--- config.mk ---
export PLATFORM = sky130hd
export DESIGN_NAME = byte_lane_ram
export DESIGN_NICKNAME = d
export VERILOG_FILES = /design/src/verilog/memsys_pkg.sv /design/src/verilog/byte_lane_ram.sv
export SDC_FILE = /design/constraint.sdc
export NUM_CORES = 2
export LEC_CHECK = 0
export BUFFER_PORTS_ARGS = -buffer_cell sky130_fd_sc_hd__buf_2
export CAP_MARGIN = 20
export CORE_ASPECT_RATIO = 1.25
export CORE_MARGIN = 2
export CORE_UTILIZATION = 58
export DETAILED_ROUTE_END_ITERATION = 7
export PLACE_DENSITY = 0.7
export SLEW_MARGIN = 20
export SYNTH_ARGS = -nofsm -noshare
export SYNTH_HDL_FRONTEND = slang
export SYNTH_SLANG_ARGS = --single-unit
--- constraint.sdc ---
create_clock -name clk -period 3.7 [get_ports clk]
set_input_delay 0.74 -clock clk [delete_from_list [all_inputs] [get_ports clk]]
set_output_delay 0.74 -clock clk [all_outputs]
set_load 0.005 [all_outputs]
--- src/verilog/memsys_pkg.sv ---
/*
 * Sizes of the shared memory subsystem, the write-size codes and the
 * accessor request, memory request and lane command structs
 */
package memsys_pkg;

    // Accessors are the core load/store unit and the cache refill port
    localparam int N_ACCESSORS = 2;
    localparam int ACC_IDX_W   = (N_ACCESSORS > 1) ? $clog2(N_ACCESSORS) : 1;
    localparam int DATA_W      = 32;
    localparam int ADDR_W      = 32;

    // 1 KiB split into byte lanes
    localparam int N_LANES   = 4;
    localparam int LANE_W    = DATA_W / N_LANES;
    localparam int OFS_W     = $clog2(N_LANES);
    localparam int MEM_WORDS = 256;

    // Word index taken from address bits 9 to 2
    localparam int WIDX_W = $clog2(MEM_WORDS);

    typedef enum logic [1:0] {
        SIZE_BYTE = 2'd0,
        SIZE_HALF = 2'd1,
        SIZE_WORD = 2'd2
    } wsize_e;

    // Reserved encoding, never legal on a write
    localparam logic [1:0] SIZE_RSVD = 2'd3;

    // One access as seen by the memory side
    typedef struct packed {
        logic [ADDR_W-1:0] addr;
        logic [DATA_W-1:0] wdata;
        logic              write;
        wsize_e            size;
    } mem_req_t;

    // Command to a single byte lane
    typedef struct packed {
        logic              en;
        logic              we;
        logic [WIDX_W-1:0] widx;
        logic [LANE_W-1:0] wbyte;
    } lane_cmd_t;

    // Request levels and fields of one accessor
    typedef struct packed {
        logic [ADDR_W-1:0] addr;
        logic [DATA_W-1:0] wdata;
        wsize_e            size;
        logic              rd;
        logic              wr;
    } acc_req_t;

endpackage

--- src/verilog/byte_lane_ram.sv ---
/*
 * One 8-bit memory lane with synchronous write and registered read
 */
`timescale 1ns/1ps

module byte_lane_ram
    import memsys_pkg::*;
(
    input  logic              clk,
    input  lane_cmd_t         lane_cmd_i,
    output logic [LANE_W-1:0] rdata_o
);

    logic [LANE_W-1:0] mem_q [MEM_WORDS];
    logic [LANE_W-1:0] rdata_q;

    // Write or read, one per enabled cycle
    always_ff @(posedge clk)
    begin
        if (lane_cmd_i.en)
        begin
            if (lane_cmd_i.we)
                mem_q[lane_cmd_i.widx] <= lane_cmd_i.wbyte;
            else
                rdata_q <= mem_q[lane_cmd_i.widx];
        end
    end

    // Holds the last read byte between reads
    assign rdata_o = rdata_q;

endmodule

[Word-level counts from Yosys, hierarchy flattened]
Memories as Yosys holds them, arrays and structs flattened. A register that Yosys moved wholly into a read port is not among the register bits.
Cells that the tools add are included.
Word-level totals
  bits in registers: 0
  input bits: 19
  memories kept: 1
  logic and storage cells: 6
  output and inout bits: 8
  memory bits (writable): 2048
Memories
  mem_q: depth 256, width 8, rd ports 1, clocked after memory_dff 1, wr ports 1, RTL line byte_lane_ram.sv:14  | logic [LANE_W-1:0] mem_q [MEM_WORDS];
Cells by class
  muxes and demuxes: 3
  bitwise operators: 1
  reductions and logical operators: 1
Operators by type and width (number)
  $mux W1: 3
  $reduce_and A2 Y1: 1
  $not A1 Y1: 1

[Longest topological paths before layout]
  word-level depth: 3
  gate-level depth with buffers: 9
  gate-level depth less buffers: 5

[Least setup slack after synthesis]
OpenSTA, ideal clock, no wires.
  path kind: input port to flip-flop
  start point: in lane_cmd_i[8] (netlist bit)
  end point: mem mem_q[117][0] (netlist bit), enable pin
  arrival time: 2.665 ns
  path buffers: 5
  stages: 8
  data required time: 3.330 ns
  setup slack: 0.665 ns
  setup time: 0.370 ns
  cell sequence: buf_2 -> buf_6 -> buf_2 -> buf_2 -> nor3b_1 -> nand2_1 -> clkbuf_1 -> nor2_1
RTL lines
  start, declared: RTL line byte_lane_ram.sv:10  | input lane_cmd_t lane_cmd_i,
  end, declared: RTL line byte_lane_ram.sv:14
Straight into the memory's write port.

==> impl_metrics.tcl <==
set metrics [dict create \
    status "complete, no violations" \
    fin_crit_ns 3.13 \
    synth_fp_nets 3545 \
    layout-drive-gt1-share_pct 30.7 \
    tns_ns 0 \
    initial_core_util_pct 58.5 \
    p_leak_nw 28.1 \
    crit_path_start_kind "input pin" \
    worstMarginPinSlew_ns 1.13 \
    hold_path.class "input pin to flop" \
    min_period_over_period_pct 84.7 \
    gp_congestion 0.851 \
    maxCapViolations 0 \
    antenna_found_initial 7 \
    finalSetupViolations 0 \
    clkLatencyLatePin_ns 0.83 \
    synth_top_family_by_area "multiplexers" \
    power_density_nw_per_um2 518 \
    post_cts_buffers 0 \
    cts_sinks 2056 \
    path_cells "buf_8 > buf_12 > buf_12 > mux4_2 > a22oi_1 > a21oi_1 > o41ai_1 > nand4_1" \
    clk_path_buf_depth 3 \
    h-tree-depth 4 \
    fp.dieW_um 333 \
    yosysSeqAreaShare_pct 78.8 \
    crit_start "lane_cmd_i[8]" \
    crit_top_cell "buf_12" \
    grtUsageTotal_pct 27.7 \
    crit_type "input pin to flop" \
    cts_resized 0 \
    ys.warnings.count 0 \
    required_ns 4.25 \
    slew_violations 0 \
    ant_nets 0 \
    synth_fa_ha_area_share_pct 0 \
    ios 27 \
    via_per_inst 6.60 \
    fmax_mhz 319 \
    timing.rr.start "mem_q[232][7]$_DFFE_PP_" \
    cts_tree "yes" \
    syn_inst 3526 \
    worstPathArrival_ns 3.68 \
    final_cell_mix "edfxtp_1 (2056), mux4_2 (512), buf_4 (421)" \
    finalHoldViolCount 0 \
    synthMuxAreaShare_pct 14.7 \
    cts_buffers 183 \
    fp-row-count 150 \
    syn_area_um2 78400 \
    cpPeakStageDelay_ns 0.77 \
    synth_compound_area_share_pct 3.63 \
    area_delta_synth_final_pct 14.3 \
    grt_pass1_vias 39900 \
    worstPathMaxFanout 30 \
    mostFrequentLayoutCell "edfxtp_1" \
    slowest_stage "o41ai_1" \
    ys_seq_elements 2056 \
    cts_root_buffer "clkbuf_16" \
    grt_overflow_total 0 \
    dr.first_iter.drc_count 5012 \
    fp.dieArea_um2 138000 \
    path_clk_slew_ns 0.06 \
    synth-xor-area-share_pct 0 \
    hold_buffers 0 \
    drc 0 \
    slew_headroom_pct 24.3 \
    cp-end-kind "flop" \
    wl_um 188000 \
    fin_skew_ns 0.0226 \
    portBuffers 26 \
    hold-worst-slack_ns 0.469 \
    synth-simple-area-share_pct 1.61 \
    power_w 0.0464 \
    min_from "lane_cmd_i[6]" \
    vdd_ir_drop_max_mv 0.382 \
    vias 38800 \
    dpl.hpwl_um 116000 \
    core_um2 134000 \
    rsz0062_at_grt "no" \
    nFillCells 8323 \
    die_h_um 415 \
    avgSynthCellArea_um2 22.2 \
    grt_pass1_wl_um 275000 \
    synth_cell_types 21 \
    final_nets 3992 \
    grt_max_degree 113 \
    avgRoutedWirePerCell_um 32.0 \
    firstDrtPassIters 8 \
]
## critical path: cells and delay by family
kind | cells | cell delay [ns]
AO/OA/AOI/OAI | 3 | 1.34
buffers and inverters | 3 | 0.89
multiplexers | 1 | 0.51
AND/OR/NAND/NOR | 1 | 0.16
## kinds of logic (layout without fill, tap and decap cells)
| group | Yosys count | in the layout |
|---|---|---|
| mux | 512 | 512 |
| compound gates | 416 | 416 |
| other cells | 0 | 2 |
| buf+inv | 225 | 821 |
| simple gates | 317 | 317 |
| flops | 2056 | 2056 |
## stage by stage
| step | util (%) | area, um^2 | std cells | setup slack (ns) |
|---|---|---|---|---|
| 3_3_place_gp | 62.5 | 83800 | 5536 | -0.173 |
| 6_report | 66.9 | 89600 | 5872 | 0.567 |
| 4_1_cts | 66.9 | 89600 | 5870 | 0.610 |
| 5_1_grt | 66.9 | 89600 | 5870 | 0.526 |
| 2_1_floorplan | - | 78400 | 3526 | 0.665 |
| 3_5_place_dp | 62.5 | 83800 | 5536 | -0.232 |
## cell usage after synthesis
master	n	area share [%]
a21oi_1	128	0.82
a22oi_1	256	2.5
and2_1	2	0.016
and4_1	1	0.011
buf_1	21	0.10
buf_2	41	0.26
buf_4	11	0.11
buf_6	9	0.13
clkbuf_1	143	0.68
edfxtp_1	2056	79
mux4_2	512	15
nand2_1	30	0.14
nand2b_1	2	0.016
nand3_1	4	0.026
nand4_1	8	0.064
nor2_1	259	1.2
nor2b_1	7	0.056
nor3_1	1	0.0064
nor3b_1	2	0.019
o41ai_1	32	0.36
or2_2	1	0.0080
## final timing paths
path / endpoint / slack [ns] / cells after the start
setup / recovery: rdata_o[5]$_DFFE_PP_ / 0.57 / 8
hold / removal: mem_q[227][6]$_DFFE_PP_ / 0.47 / 1
setup reg to reg: rdata_o[7]$_DFFE_PP_ / 1.04 / 6
hold reg to reg: rdata_o[6]$_DFFE_PP_ / 1.11 / 5
## metal layers
layer | wire (um) | vias up | GRT usage (%)
li1 | - | 15900 | -
met1 | 68200 | 20400 | 37.2
met2 | 94300 | 2079 | 45.3
met3 | 18000 | 378 | 5.55
met4 | 7320 | 4 | 11.0
met5 | 23 | - | 0
## area by class of cell
type                    instances  area, um^2  area share [%]
diodes                          2        5.00         0.00559
clock inverters               110        1090            1.21
clock buffers                 224        4750            5.31
well taps                    1748        2190            2.44
multi-input cells            1245       15700            17.5
flip-flops and latches       2056       61700            68.9
repair buffers                487        4180            4.67
## registers in the layout (all words and copies together) (netlist names)
name and count:
rdata_o 8, mem_q 2048
## power by group
part	total (W)	internal [W]	switching, W	leakage [nW]
clock network	0.0186	0.0103	0.00827	2.84
registers	0.0257	0.0256	0.0000120	18.5
logic	0.00215	0.000803	0.00135	6.78
Power figures use the tool's default switching activity.
