==> src/verilog/memsys_pkg.sv <==
/*
 * Sizes of the shared memory subsystem, the write-size codes and the
 * accessor request, memory request and lane command structs
 */
package memsys_pkg;

    // Accessors are the core load/store unit and the cache refill port
    localparam int N_ACCESSORS = 2;
    localparam int ACC_IDX_W   = (N_ACCESSORS > 1) ? $clog2(N_ACCESSORS) : 1;
    localparam int DATA_W      = 32;
    localparam int ADDR_W      = 32;

    // 1 KiB split into byte lanes
    localparam int N_LANES   = 4;
    localparam int LANE_W    = DATA_W / N_LANES;
    localparam int OFS_W     = $clog2(N_LANES);
    localparam int MEM_WORDS = 256;

    // Word index taken from address bits 9 to 2
    localparam int WIDX_W = $clog2(MEM_WORDS);

    typedef enum logic [1:0] {
        SIZE_BYTE = 2'd0,
        SIZE_HALF = 2'd1,
        SIZE_WORD = 2'd2
    } wsize_e;

    // Reserved encoding, never legal on a write
    localparam logic [1:0] SIZE_RSVD = 2'd3;

    // One access as seen by the memory side
    typedef struct packed {
        logic [ADDR_W-1:0] addr;
        logic [DATA_W-1:0] wdata;
        logic              write;
        wsize_e            size;
    } mem_req_t;

    // Command to a single byte lane
    typedef struct packed {
        logic              en;
        logic              we;
        logic [WIDX_W-1:0] widx;
        logic [LANE_W-1:0] wbyte;
    } lane_cmd_t;

    // Request levels and fields of one accessor
    typedef struct packed {
        logic [ADDR_W-1:0] addr;
        logic [DATA_W-1:0] wdata;
        wsize_e            size;
        logic              rd;
        logic              wr;
    } acc_req_t;

endpackage

==> src/verilog/lane_steer.sv <==
/*
 * Lane steering for the byte-lane memory
 * Size and offset decode into per-lane enables and replicated write bytes
 */
`timescale 1ns/1ps

module lane_steer
    import memsys_pkg::*;
(
    input  mem_req_t                mem_req_i,
    input  logic                    mem_valid_i,
    output lane_cmd_t [N_LANES-1:0] lane_cmd_o
);

    logic [OFS_W-1:0]   ofs;
    logic [N_LANES-1:0] win;
    logic               aligned;

    // Source byte of the write data for a given lane
    function automatic logic [OFS_W-1:0] src_byte(wsize_e size, int lane);
        case (size)
            SIZE_BYTE: src_byte = '0;
            SIZE_HALF: src_byte = OFS_W'(lane % 2);
            default:   src_byte = OFS_W'(lane);
        endcase
    endfunction

    assign ofs = mem_req_i.addr[OFS_W-1:0];

    // Write window from size and offset
    always_comb
    begin
        case (mem_req_i.size)
            SIZE_BYTE: win = N_LANES'(1) << ofs;
            SIZE_HALF: win = N_LANES'(3) << ofs;
            SIZE_WORD: win = {N_LANES{1'b1}} << ofs;
            default:   win = '0;
        endcase
    end

    always_comb
    begin
        case (mem_req_i.size)
            SIZE_BYTE: aligned = 1'b1;
            SIZE_HALF: aligned = ~ofs[0];
            SIZE_WORD: aligned = (ofs == '0);
            default:   aligned = 1'b0;
        endcase
    end

    // Reads open every lane, writes only the window
    always_comb
    begin
        for (int l = 0; l < N_LANES; l++)
        begin
            lane_cmd_o[l].en    = mem_valid_i & (~mem_req_i.write | win[l]);
            lane_cmd_o[l].we    = mem_valid_i & mem_req_i.write & win[l];
            lane_cmd_o[l].widx  = mem_req_i.addr[OFS_W +: WIDX_W];
            lane_cmd_o[l].wbyte = mem_req_i.wdata[src_byte(mem_req_i.size, l)*LANE_W +: LANE_W];
        end
    end

    // Halfword at an odd offset or word off a word boundary
    always_comb
    begin
        if (mem_valid_i && mem_req_i.write)
            a_window_aligned: assert final (aligned)
                else $error("lane_steer: write window not aligned to its size");
    end

endmodule

==> config.mk <==
export PLATFORM = sky130hd
export DESIGN_NAME = lane_steer
export DESIGN_NICKNAME = d
export VERILOG_FILES = /design/src/verilog/memsys_pkg.sv /design/src/verilog/lane_steer.sv
export SDC_FILE = /design/constraint.sdc
export NUM_CORES = 1
export LEC_CHECK = 0
export BUFFER_PORTS_ARGS = -buffer_cell sky130_fd_sc_hd__buf_2
export CELL_PAD_IN_SITES_DETAIL_PLACEMENT = 0
export CELL_PAD_IN_SITES_GLOBAL_PLACEMENT = 2
export CORE_AREA = 2 2 68 118
export DETAILED_ROUTE_END_ITERATION = 16
export DIE_AREA = 0 0 70 120
export PLACE_DENSITY = 0.83
export SETUP_SLACK_MARGIN = 0.4
export SYNTH_ARGS = -nofsm -noshare
export SYNTH_HDL_FRONTEND = slang
export SYNTH_SLANG_ARGS = --single-unit
export TNS_END_PERCENT = 20
==> constraint.sdc <==
create_clock -name vclk -period 2
set_input_delay 0.2 -clock vclk [all_inputs]
set_output_delay 0.2 -clock vclk [all_outputs]
set_load 0.05 [all_outputs]
After elaboration in Yosys (flattened, before gate mapping) --
Index checks and enable logic that the tools add are counted.
Word-level totals: flip-flop bits (word level) 0, input bits 68, output and inout port bits 72, word-level logic and storage cells 28
Cells by class: equal/unequal tests 2, shifts and indexed selects 6, mux-type cells 4, bitwise gates (word level) 14, reduce and logical (&&, ||, !) cells 2
Operator list (number):
- $shiftx 32x6->8 | 3
- $pmux 4 s3 | 1
- $and 1x1->1 | 9
- $or 1x1->1 | 4
- $pmux 2 s2 | 1
- $shl 1x2->4 const A | 1
- $shl 2x2->4 const A | 1
- $shl 4x2->4 const A | 1
- $eq 2x1->1 const B | 1
- $eq 2x2->1 const B | 1
- $logic_not 2->1 | 1
- $mux 2 | 1
- $reduce_or 2->1 | 1
- $mux 1 | 1
- $not 1->1 | 1

Depth between registers and ports, before layout --
depth after elaboration 4, mapped depth 7, mapped depth without buffers 5

Least setup slack after synthesis --
Ideal clock, no wire load.
path type in2out, from input port mem_req_i[1] (netlist bit), to output port lane_cmd_o[35] (netlist bit), arrival time 2365 ps, data required time 1800 ps, path slack -565 ps, stages 6, buffers on the path 1, cell sequence clkbuf_1 inv_1 ha_1 nor2_1 or3_1 a21boi_0
RTL lines:
- start, declared | line lane_steer.sv:10 | input mem_req_t mem_req_i,
- end, declared | line lane_steer.sv:12 | output lane_cmd_t [N_LANES-1:0] lane_cmd_o

==> impl_metrics.env <==
export IMPL_fillCellCount=849
export IMPL_worstSetupPathType="primary input to output port"
export IMPL_avgSynthCellArea_um2=8.800
export IMPL_power_leakage_nw=0.6065
export IMPL_swShare=0.6335
export IMPL_initial_utilization=0.1061
export IMPL_finalCriticalPeriod_ns=1.558
export IMPL_routedWlPerCell_um=9.847
export IMPL_ant_nets=0
export IMPL_vias_per_cell=3.381
export IMPL_tightest_slew_ns=0.2746
export IMPL_wirelength_met1_um=676
export IMPL_die_area_um2=8400
export IMPL_p_per_area_nw_per_um2=414.9
export IMPL_area_delta_synth_final_pct=47.39
export IMPL_ys_warnings_count=0
export IMPL_seq_cells=0
export IMPL_crit_fanout=8
export IMPL_overflow=0
export IMPL_fmax_mhz=641.8
export IMPL_power_frac_clock=0
export IMPL_finalNetCount=201
export IMPL_wl_met3_um=333
export IMPL_num_rows=42
export IMPL_setup_violations_final=0
export IMPL_port_buffers=78
export IMPL_synthCells=90
export IMPL_wl_met2_um=1059
export IMPL_synth_area_um2=792.0
export IMPL_worstPathArrival_ns=1.36
export IMPL_seqPwrFrac=0
export IMPL_critical_path_required_ns=1.80
export IMPL_synthDistinctLibCells=15
export IMPL_p_total_mw=0.4844
export IMPL_vias=727
export IMPL_cts_setup_buffers=0
export IMPL_die_w_um=70
export IMPL_seq_area_frac_synth=0
export IMPL_grt_use_total=0.04417
export IMPL_p_comb_frac=1.000
export IMPL_power_switching_mw=0.3069
export IMPL_rsz0062_at_grt="false"
export IMPL_nClkBuffers=0
export IMPL_grt_max_degree=10
export IMPL_start_kind="primary input"
export IMPL_fp_dieH_um=120
export IMPL_regArea_um2=0
export IMPL_fin_hold_ws_ns=0.4000
export IMPL_grt_pass1_vias=666
export IMPL_min_path_type="primary input to output port"
export IMPL_io_pins=140
export IMPL_place_gp_congestion=0.6489
export IMPL_routed_wl_um=2117
export IMPL_drt_pass1_iter_count=3
export IMPL_syn_num_nets=162
export IMPL_drc=0
export IMPL_p_int_mw=0.1775
export IMPL_period_share=0.7791
export IMPL_utilization=0.1564
export IMPL_route_top_layer_used="met4"
export IMPL_coreArea_um2=7462
export IMPL_maxCapViolations=0
export IMPL_maxSlewHeadroom=0.8165
export IMPL_n_antenna_cell=0
export IMPL_finalHoldViolCount=0
export IMPL_dp_hpwl_um=1881
export IMPL_grt_pass1_wl_um=3139
export IMPL_antenna_found_initial=0
export IMPL_maxSlewViolCount=0
export IMPL_cp_end_kind="output port"
export IMPL_min_path_cells=0
export IMPL_multi_input_area_um2=555.5
export IMPL_status="completed"
export IMPL_fin_setup_tns_ns=0
export IMPL_ir_drop_v=0.0001030
export IMPL_layout_drive_gt1_share=0.9134
export IMPL_drt_initial_drc_count=3
[power groups by stage]
stage | Clock [mW] | Combinational (mW) | Sequential [mW]
after floorplan | 0 | 0.530 | 0
after global placement | 0 | 0.446 | 0
after detailed placement | 0 | 0.449 | 0
after CTS | 0 | 0.487 | 0
after global routing | 0 | 0.508 | 0
final | 0 | 0.484 | 0
[cell usage in the layout (no fill, tap or decap)]
cell type	count
buf_2	66
mux2_4	17
buf_6	9
mux2_2	7
nor2_1	3
ha_1	3
buf_4	3
inv_4	2
a21boi_2	2
a21boi_4	2
nor2_4	2
or2_4	1
or3_1	1
nand2_1	1
or3_4	1
nand4bb_1	1
o31a_1	1
nor2_2	1
a211o_1	1
ha_4	1
buf_8	1
buf_12	1
[Yosys cell counts, drive strengths merged]
library cell | count | share of area
buf | 42 | 0.41
mux2 | 24 | 0.38
nor2 | 6 | 0.028
a21boi | 4 | 0.038
ha | 4 | 0.063
inv | 2 | 0.0095
or3 | 2 | 0.016
a211o | 1 | 0.011
clkbuf | 1 | 0.0047
nand2 | 1 | 0.0047
nand4bb | 1 | 0.014
o31a | 1 | 0.011
or2 | 1 | 0.0079
[critical path: stages]
cell and delay [ns]:
buf_6 0.10, inv_4 0.05, ha_4 0.14, buf_12 0.13, mux2_4 0.30, mux2_4 0.27
buf_8 0.15
[layer usage]
metal | vias up | track usage
li1 | 341 | -
met1 | 312 | 0.04434
met2 | 61 | 0.08929
met3 | 13 | 0.006717
met4 | 0 | 0.01442
met5 | - | 0
[cells by family (layout without fill, tap and decap cells)]
logic type / Yosys count / count (layout) / share of synthesized area
fa+ha+maj: 4 / 4 / 0.06319
buf+inv: 45 / 82 / 0.4218
compound gates: 6 / 6 / 0.06004
simple gates: 11 / 11 / 0.07108
mux: 24 / 24 / 0.3839
[worst paths after layout]
| path | startpoint | to | slack, ns |
|---|---|---|---|
| min | mem_req_i[40] | lane_cmd_o[11] | 0.40 |
| max | mem_req_i[0] | lane_cmd_o[55] | 0.44 |
[timing repair]
item | CTS | global route
pin swaps | 1 | 1
gates resized for setup | 31 | 3
hold buffers | 0 | 0
setup endpoints to repair | 13 | 14
[final cells by class]
class | instances | share of cell area
multi-input cells | 45 | 0.4759
repair buffers | 80 | 0.4191
well taps | 88 | 0.09432
inverters | 2 | 0.01072
[metrics by stage]
step	setup WS, ns	instances	cell area (µm²)
2_1_floorplan	0.3482	90	884.6
3_3_place_gp	0.1977	215	1064
3_5_place_dp	0.1755	215	1064
4_1_cts	0.4022	215	1159
5_1_grt	0.4001	215	1167
6_report	0.4418	215	1167
Power figures use the tool's default switching activity.
