## config.mk

```make
export PLATFORM = sky130hd
export DESIGN_NAME = mem_ctrl
export DESIGN_NICKNAME = d
export VERILOG_FILES = /design/src/verilog/memsys_pkg.sv /design/src/verilog/mem_ctrl.sv
export SDC_FILE = /design/constraint.sdc
export NUM_CORES = 1
export LEC_CHECK = 0
export ABC_AREA = 1
export BUFFER_PORTS_ARGS = -buffer_cell sky130_fd_sc_hd__buf_2
export CORE_AREA = 8 8 112 114
export CTS_BUF_LIST = sky130_fd_sc_hd__clkbuf_4
export CTS_CLUSTER_DIAMETER = 50
export DETAILED_ROUTE_END_ITERATION = 8
export DIE_AREA = 0 0 120 122
export PLACE_DENSITY_LB_ADDON = 0.25
export SETUP_SLACK_MARGIN = 0.15
export SYNTH_ARGS = -nofsm -noshare
export SYNTH_HDL_FRONTEND = slang
export SYNTH_SLANG_ARGS = --single-unit
```

## constraint.sdc

```tcl
create_clock -name clk -period 2.2 [get_ports clk]
set_clock_uncertainty 0.05 [all_clocks]
set_input_delay 0 -clock clk [delete_from_list [all_inputs] [get_ports clk]]
set_output_delay 0 -clock clk [all_outputs]
set_load 0.03 [all_outputs]
```

## src/verilog/memsys_pkg.sv

```systemverilog
/*
 * Sizes of the shared memory subsystem, the write-size codes and the
 * accessor request, memory request and lane command structs
 */
package memsys_pkg;

    // Accessors are the core load/store unit and the cache refill port
    localparam int N_ACCESSORS = 2;
    localparam int ACC_IDX_W   = (N_ACCESSORS > 1) ? $clog2(N_ACCESSORS) : 1;
    localparam int DATA_W      = 32;
    localparam int ADDR_W      = 32;

    // 1 KiB split into byte lanes
    localparam int N_LANES   = 4;
    localparam int LANE_W    = DATA_W / N_LANES;
    localparam int OFS_W     = $clog2(N_LANES);
    localparam int MEM_WORDS = 256;

    // Word index taken from address bits 9 to 2
    localparam int WIDX_W = $clog2(MEM_WORDS);

    typedef enum logic [1:0] {
        SIZE_BYTE = 2'd0,
        SIZE_HALF = 2'd1,
        SIZE_WORD = 2'd2
    } wsize_e;

    // Reserved encoding, never legal on a write
    localparam logic [1:0] SIZE_RSVD = 2'd3;

    // One access as seen by the memory side
    typedef struct packed {
        logic [ADDR_W-1:0] addr;
        logic [DATA_W-1:0] wdata;
        logic              write;
        wsize_e            size;
    } mem_req_t;

    // Command to a single byte lane
    typedef struct packed {
        logic              en;
        logic              we;
        logic [WIDX_W-1:0] widx;
        logic [LANE_W-1:0] wbyte;
    } lane_cmd_t;

    // Request levels and fields of one accessor
    typedef struct packed {
        logic [ADDR_W-1:0] addr;
        logic [DATA_W-1:0] wdata;
        wsize_e            size;
        logic              rd;
        logic              wr;
    } acc_req_t;

endpackage

```

## src/verilog/mem_ctrl.sv

```systemverilog
/*
 * Memory controller for the shared memory
 * Write-first, lowest-index arbitration and a three-state access sequencer
 */
`timescale 1ns/1ps

module mem_ctrl
    import memsys_pkg::*;
(
    input  logic                                clk,
    input  logic                                resetn_i,
    // Accessors
    input  acc_req_t [N_ACCESSORS-1:0]          acc_req_i,
    output logic     [N_ACCESSORS-1:0][DATA_W-1:0] acc_data_o,
    output logic     [N_ACCESSORS-1:0]          acc_done_o,
    // Memory
    output mem_req_t                            mem_req_o,
    output logic                                mem_valid_o,
    input  logic     [DATA_W-1:0]               mem_rdata_i,
    input  logic                                mem_valid_i
);

    typedef enum logic [1:0] {
        ST_IDLE,
        ST_ISSUE,
        ST_WAIT
    } state_e;

    state_e               state_q;
    state_e               state_d;
    logic [ACC_IDX_W-1:0] sel_q;
    logic [ACC_IDX_W-1:0] win_idx;
    logic                 win_any;
    logic                 win_wr;
    mem_req_t             req_q;

    // Readers first, then writers, so any writer overrides a reader.
    // Scanning downwards leaves the lowest index as the winner
    always_comb
    begin
        win_idx = '0;
        win_any = 1'b0;
        win_wr  = 1'b0;
        for (int i = N_ACCESSORS - 1; i >= 0; i--)
        begin
            if (acc_req_i[i].rd)
            begin
                win_idx = ACC_IDX_W'(i);
                win_any = 1'b1;
            end
        end
        for (int i = N_ACCESSORS - 1; i >= 0; i--)
        begin
            if (acc_req_i[i].wr)
            begin
                win_idx = ACC_IDX_W'(i);
                win_any = 1'b1;
                win_wr  = 1'b1;
            end
        end
    end

    always_comb
    begin
        state_d = state_q;
        case (state_q)
            ST_IDLE:  if (win_any) state_d = ST_ISSUE;
            ST_ISSUE: state_d = ST_WAIT;
            ST_WAIT:  if (mem_valid_i) state_d = ST_IDLE;
            default:  state_d = ST_IDLE;
        endcase
    end

    always_ff @(posedge clk)
    begin
        if (!resetn_i)
        begin
            state_q <= ST_IDLE;
            sel_q   <= '0;
        end
        else
        begin
            state_q <= state_d;
            if (state_q == ST_IDLE && win_any)
                sel_q <= win_idx;
        end
    end

    // Snapshot of the granted request, held for the whole access
    always_ff @(posedge clk)
    begin
        if (state_q == ST_IDLE && win_any)
        begin
            req_q.addr  <= acc_req_i[win_idx].addr;
            req_q.wdata <= acc_req_i[win_idx].wdata;
            req_q.size  <= acc_req_i[win_idx].size;
            req_q.write <= win_wr;
        end
    end

    assign mem_req_o   = req_q;
    assign mem_valid_o = (state_q == ST_ISSUE);

    // Done and read data only for the latched accessor
    always_comb
    begin
        acc_done_o = '0;
        acc_data_o = '0;
        if (state_q == ST_WAIT && mem_valid_i)
        begin
            acc_done_o[sel_q] = 1'b1;
            if (!req_q.write)
                acc_data_o[sel_q] = mem_rdata_i;
        end
    end

    // Response from the read path must line up with the wait state
    a_valid_in_wait: assert property (
        @(posedge clk) disable iff (!resetn_i)
        mem_valid_i |-> (state_q == ST_WAIT)
    ) else $error("mem_ctrl: memory valid outside the wait state");

    a_no_rsvd_size: assert property (
        @(posedge clk) disable iff (!resetn_i)
        (mem_valid_o && req_q.write) |-> (req_q.size != SIZE_RSVD)
    ) else $error("mem_ctrl: write issued with reserved size");

endmodule

```

After elaboration in Yosys (flattened, before gate mapping)

Index checks and enable logic that the tools add are counted.

Register bits after elaboration: 70
Input bits: 171
Logic and storage cells: 39

$lt $le $gt $ge: 3
Equality and inequality tests: 4
Mux-type cells: 20
Bitwise operators: 1
Reduce and logical (&&, ||, !) cells: 5

Operator list:

| kind                                                                          | count |
|---|---|
| 68-bit two-way mux                                                            | 2 |
| 64-bit two-way mux                                                            | 2 |
| 64-bit bitwise AND                                                            | 1 |
| 32-bit demux with 1-bit select                                                | 1 |
| 32-bit two-way mux                                                            | 1 |
| 1-bit two-way mux                                                             | 9 |
| 2-bit two-way mux                                                             | 3 |
| 2-bit case mux with 3 select lines                                            | 1 |
| 1-bit by 2-bit less-than comparator with 1-bit output (second input constant) | 2 |
| 2-bit inequality test (second input constant)                                 | 2 |
| 1-bit logical AND                                                             | 3 |
| 2-bit by 1-bit equality test with 1-bit output (second input constant)        | 1 |
| 2-bit equality test (second input constant)                                   | 1 |
| 2-bit zero test                                                               | 1 |
| 2-bit AND reduction                                                           | 1 |
| 1-bit demux with 1-bit select                                                 | 1 |
| 1-bit >= comparator (second input constant)                                   | 1 |

Longest topological paths before layout

Word-level depth: 7
Depth in mapped cells: 8

Worst setup path before layout

Ideal clock, no wire load.

Path type: reg2reg
Start point: register state_q[1]
End point: register req_q (netlist bit mem_req_o[0]) (enable)
Data arrival time: 1.806 ns
Required time: 1.729 ns
Path slack: -0.077 ns
Cell stages (with the launch flop): 4
Path buffers: 0
Clock period less this slack: 2.277 ns
Cells stage by stage: dfxtp_1 > nor2_1 > nand2_1 > inv_1

Cells in the longest elaborated chain, start to end: 2

Ends and longest elaborated chain:

| what                   | RTL line       | RTL |
|---|---|---|
| start, declared        | mem_ctrl.sv:29 | `state_e state_q;` |
| start signal, assigned | mem_ctrl.sv:83 | `state_q <= state_d;` |
| 2-bit zero test        | mem_ctrl.sv:92 | `if (state_q == ST_IDLE && win_any)` |
| 1-bit logical AND      | mem_ctrl.sv:92 |  |
| end, declared          | mem_ctrl.sv:35 | `mem_req_t req_q;` |

Every way passes these cells.
A chain may end at the register's enable or synchronous reset.

==> impl_metrics.yaml <==
floorplanning:
  num_rows: 38
  io_pins: 305
  coreArea_um2: 10700
  die_w_um: 120
  dieArea_um2: 14640
  die_h_um: 122
  start_util_pct: 33.11
worst_setup_path:
  endpoint_kind: "output pin"
  worst_path_dominant_cell_family: "simple AND/OR/NAND/NOR gates"
  critPathKind: "register to output pin"
  cpMaxStageDelayCell: "dfxtp_1"
  worstPathArrival_ns: 1.88
  slowest_delay_ns: 0.35
  critical_path.startpoint_type: "register"
  crit_top_cell: "buf_4"
  path_buf_inv: 4
  worst_ep_required_time_ns: 2.15
  path_cells: "inv_1 -> nand3_1 -> nor2_4 -> clkinvlp_4 -> buf_4 -> nor3_1 -> buf_4"
  critPathMaxFanout: 16
logic_synthesis:
  synthSimpleGateAreaFrac_pct: 32.00
  yosys_warnings: 0
  yosysSeqAreaShare_pct: 58.50
  netlist.area_leader.share_pct: 56.80
  synth_fa_ha_area_share_pct: 0
  synth_area_leaders: "edfxtp_1, nand2_1, nor3_1"
  synth_mux_area_share_pct: 0
  ys_types: 14
  synth-seq-cells: 70
  synth_nets: 592
  syn_inst: 421
  synth-compound-area-share_pct: 0.6711
  avgSynthCellArea_um2: 8.414
  syn_area_um2: 3542
  yosys.area_share.xor_xnor_pct: 0
  synth_top_family_by_area: "simple AND/OR/NAND/NOR gates"
  synth_top_area_cell: "edfxtp_1"
clocking:
  htree_levels: 3
  clk_pin_slew_worst_paths_ns: 0.11
  root_buffer: "clkbuf_4"
  max-clock-path-buffers: 2
  numCtsBuffers: 9
  cts_tree: "done"
  clk_latency_ns: 0.39
  cts_sinks: 70
global_route:
  overflow: 0
  first_global_vias: 4728
  grt_first_pass_wirelength_mm: 23.14
  antenna_found_initial: 1
  grt_use_total_pct: 19.91
  grt_max_degree: 68
placement:
  dp_hpwl_mm: 10.94
  routabilityCongestion: 0.9111
  io_buffer_count: 304
pwr:
  p_leak_uw: 0.003554
  ir_drop_mv: 0.2953
  powerDensity_nw_per_um2: 571.3
timing:
  setup_viol: 0
  min_period_ns: 1.929
  finalCritPeriodShare_pct: 87.70
  final_max_slew_viol_count: 0
  whs_ns: 0.07081
  fmax_ghz: 0.5183
  hold_violations: 0
  relSlewSlack_pct: 28.40
  worst_slew_pin_slew_ns: 1.074
  rsz0062_at_grt: "yes"
  tns_ns: 0
finish:
  syn2layout_area_growth_pct: 89.12
  fillerInstances: 896
  drive_gt1_share_pct: 39.05
  nets: 1029
  final_cell_mix: "buf_2, nand2_1, dlygate4sd3_1"
  mostFrequentLayoutCell: "buf_2"
drt:
  drc: 0
  wl_per_cell_um: 15.31
  dr.first_iter.drc_count: 222
  routed-via-count: 4504
  dr.pass1.iters: 5
  wl_mm: 15.37
  avgViaCountPerCell: 4.486
  drtAntennaViolNets: 0
hold_path:
  hold_path.class: "input port to register"
outcome:
  outcome: "complete, no violations"
run:
  drv_cap: 0
-- path summary, 6_finish.rpt --
check                startpoint              to  slack [ns]  cells after the start
setup / recovery     state_q[0]  acc_data_o[39]        0.27                      7
hold / removal    acc_req_i[69]           sel_q        0.07                      6
setup reg to reg     state_q[1]   mem_req_o[41]        0.64                      4
hold reg to reg      state_q[1]      state_q[1]        0.60                      3
-- tightest hold or removal path: cells and delay by family --
family,cells,cell delay (ns)
buf+inv,1,0.09
simple gates,5,0.39
-- metrics by stage --
step / instance area [um2] / setup slack, ns / total power [uW] / cells / utilization, %
final: 6699 / 0.2706 / 3827 / 1004 / 62.62
after global routing: 6699 / 0.1011 / 4039 / 1004 / 62.62
after CTS: 6635 / 0.1419 / 3870 / 1000 / 62.02
after detailed placement: 5106 / 0.5961 / 2847 / 843 / 47.73
after global placement: 5106 / 0.6611 / 2829 / 843 / 47.73
after floorplan: 3546 / 0.2117 / 2437 / 421 / -
-- layer usage --
metal | global-route usage [%] | vias up | routed length (um) | part of all wire [%]
met3 | 7.774 | 37 | 1650 | 11
met5 | 0 | - | 0 | 0
met2 | 37.69 | 254 | 8144 | 53
met1 | 18.03 | 2002 | 5006 | 33
li1 | - | 2211 | - | -
met4 | 10.54 | 0 | 569 | 3.7
-- area by class of cell --
cell class / instances / area, um2 / area share (%)
Sequential cell: 70 / 2072 / 30.93
Timing Repair inverter: 2 / 15.01 / 0.2241
Clock inverter: 7 / 56.30 / 0.8405
Multi-Input combinational cell: 286 / 1172 / 17.50
Inverter: 39 / 157.7 / 2.353
Tap cell: 140 / 175.2 / 2.615
Antenna cell: 1 / 2.502 / 0.03736
Clock buffer: 9 / 67.56 / 1.009
Timing Repair Buffer: 450 / 2980 / 44.49
-- Yosys cell counts --
master / n
edfxtp_1: 67
dfxtp_1: 3
buf_6: 6
nand3_1: 1
nor2_1: 20
buf_4: 5
nor3_1: 53
clkbuf_1: 11
nand2_1: 210
a21oi_4: 1
inv_2: 1
inv_1: 38
o21a_1: 1
buf_2: 4
-- registers in the layout (all words and copies together) (netlist names) --
name	cells
sel_q	1
state_q	2
mem_req_o	67
-- repair_timing --
action                     4_1_cts  5_1_grt
buffers inserted                 3        2
hold buffers                   137        0
hold endpoints to repair        70        0
pin swaps                        0        0
setup endpoints to repair        8       64
gates cloned                     1        1
gates resized for setup          2       18
-- cells by family after synthesis --
family	Yosys count
AO/OA/AOI/OAI	2
AND/OR/NAND/NOR	284
flip-flops	70
buffers and inverters	65
-- report_power, final --
group          internal (uW)  leakage [uW]  switching [uW]
combinational            520       0.00279             816
sequential              1700      0.000696            45.8
clock                    248     0.0000629             500
total                   2470       0.00355            1360
Power figures use the tool's default switching activity.
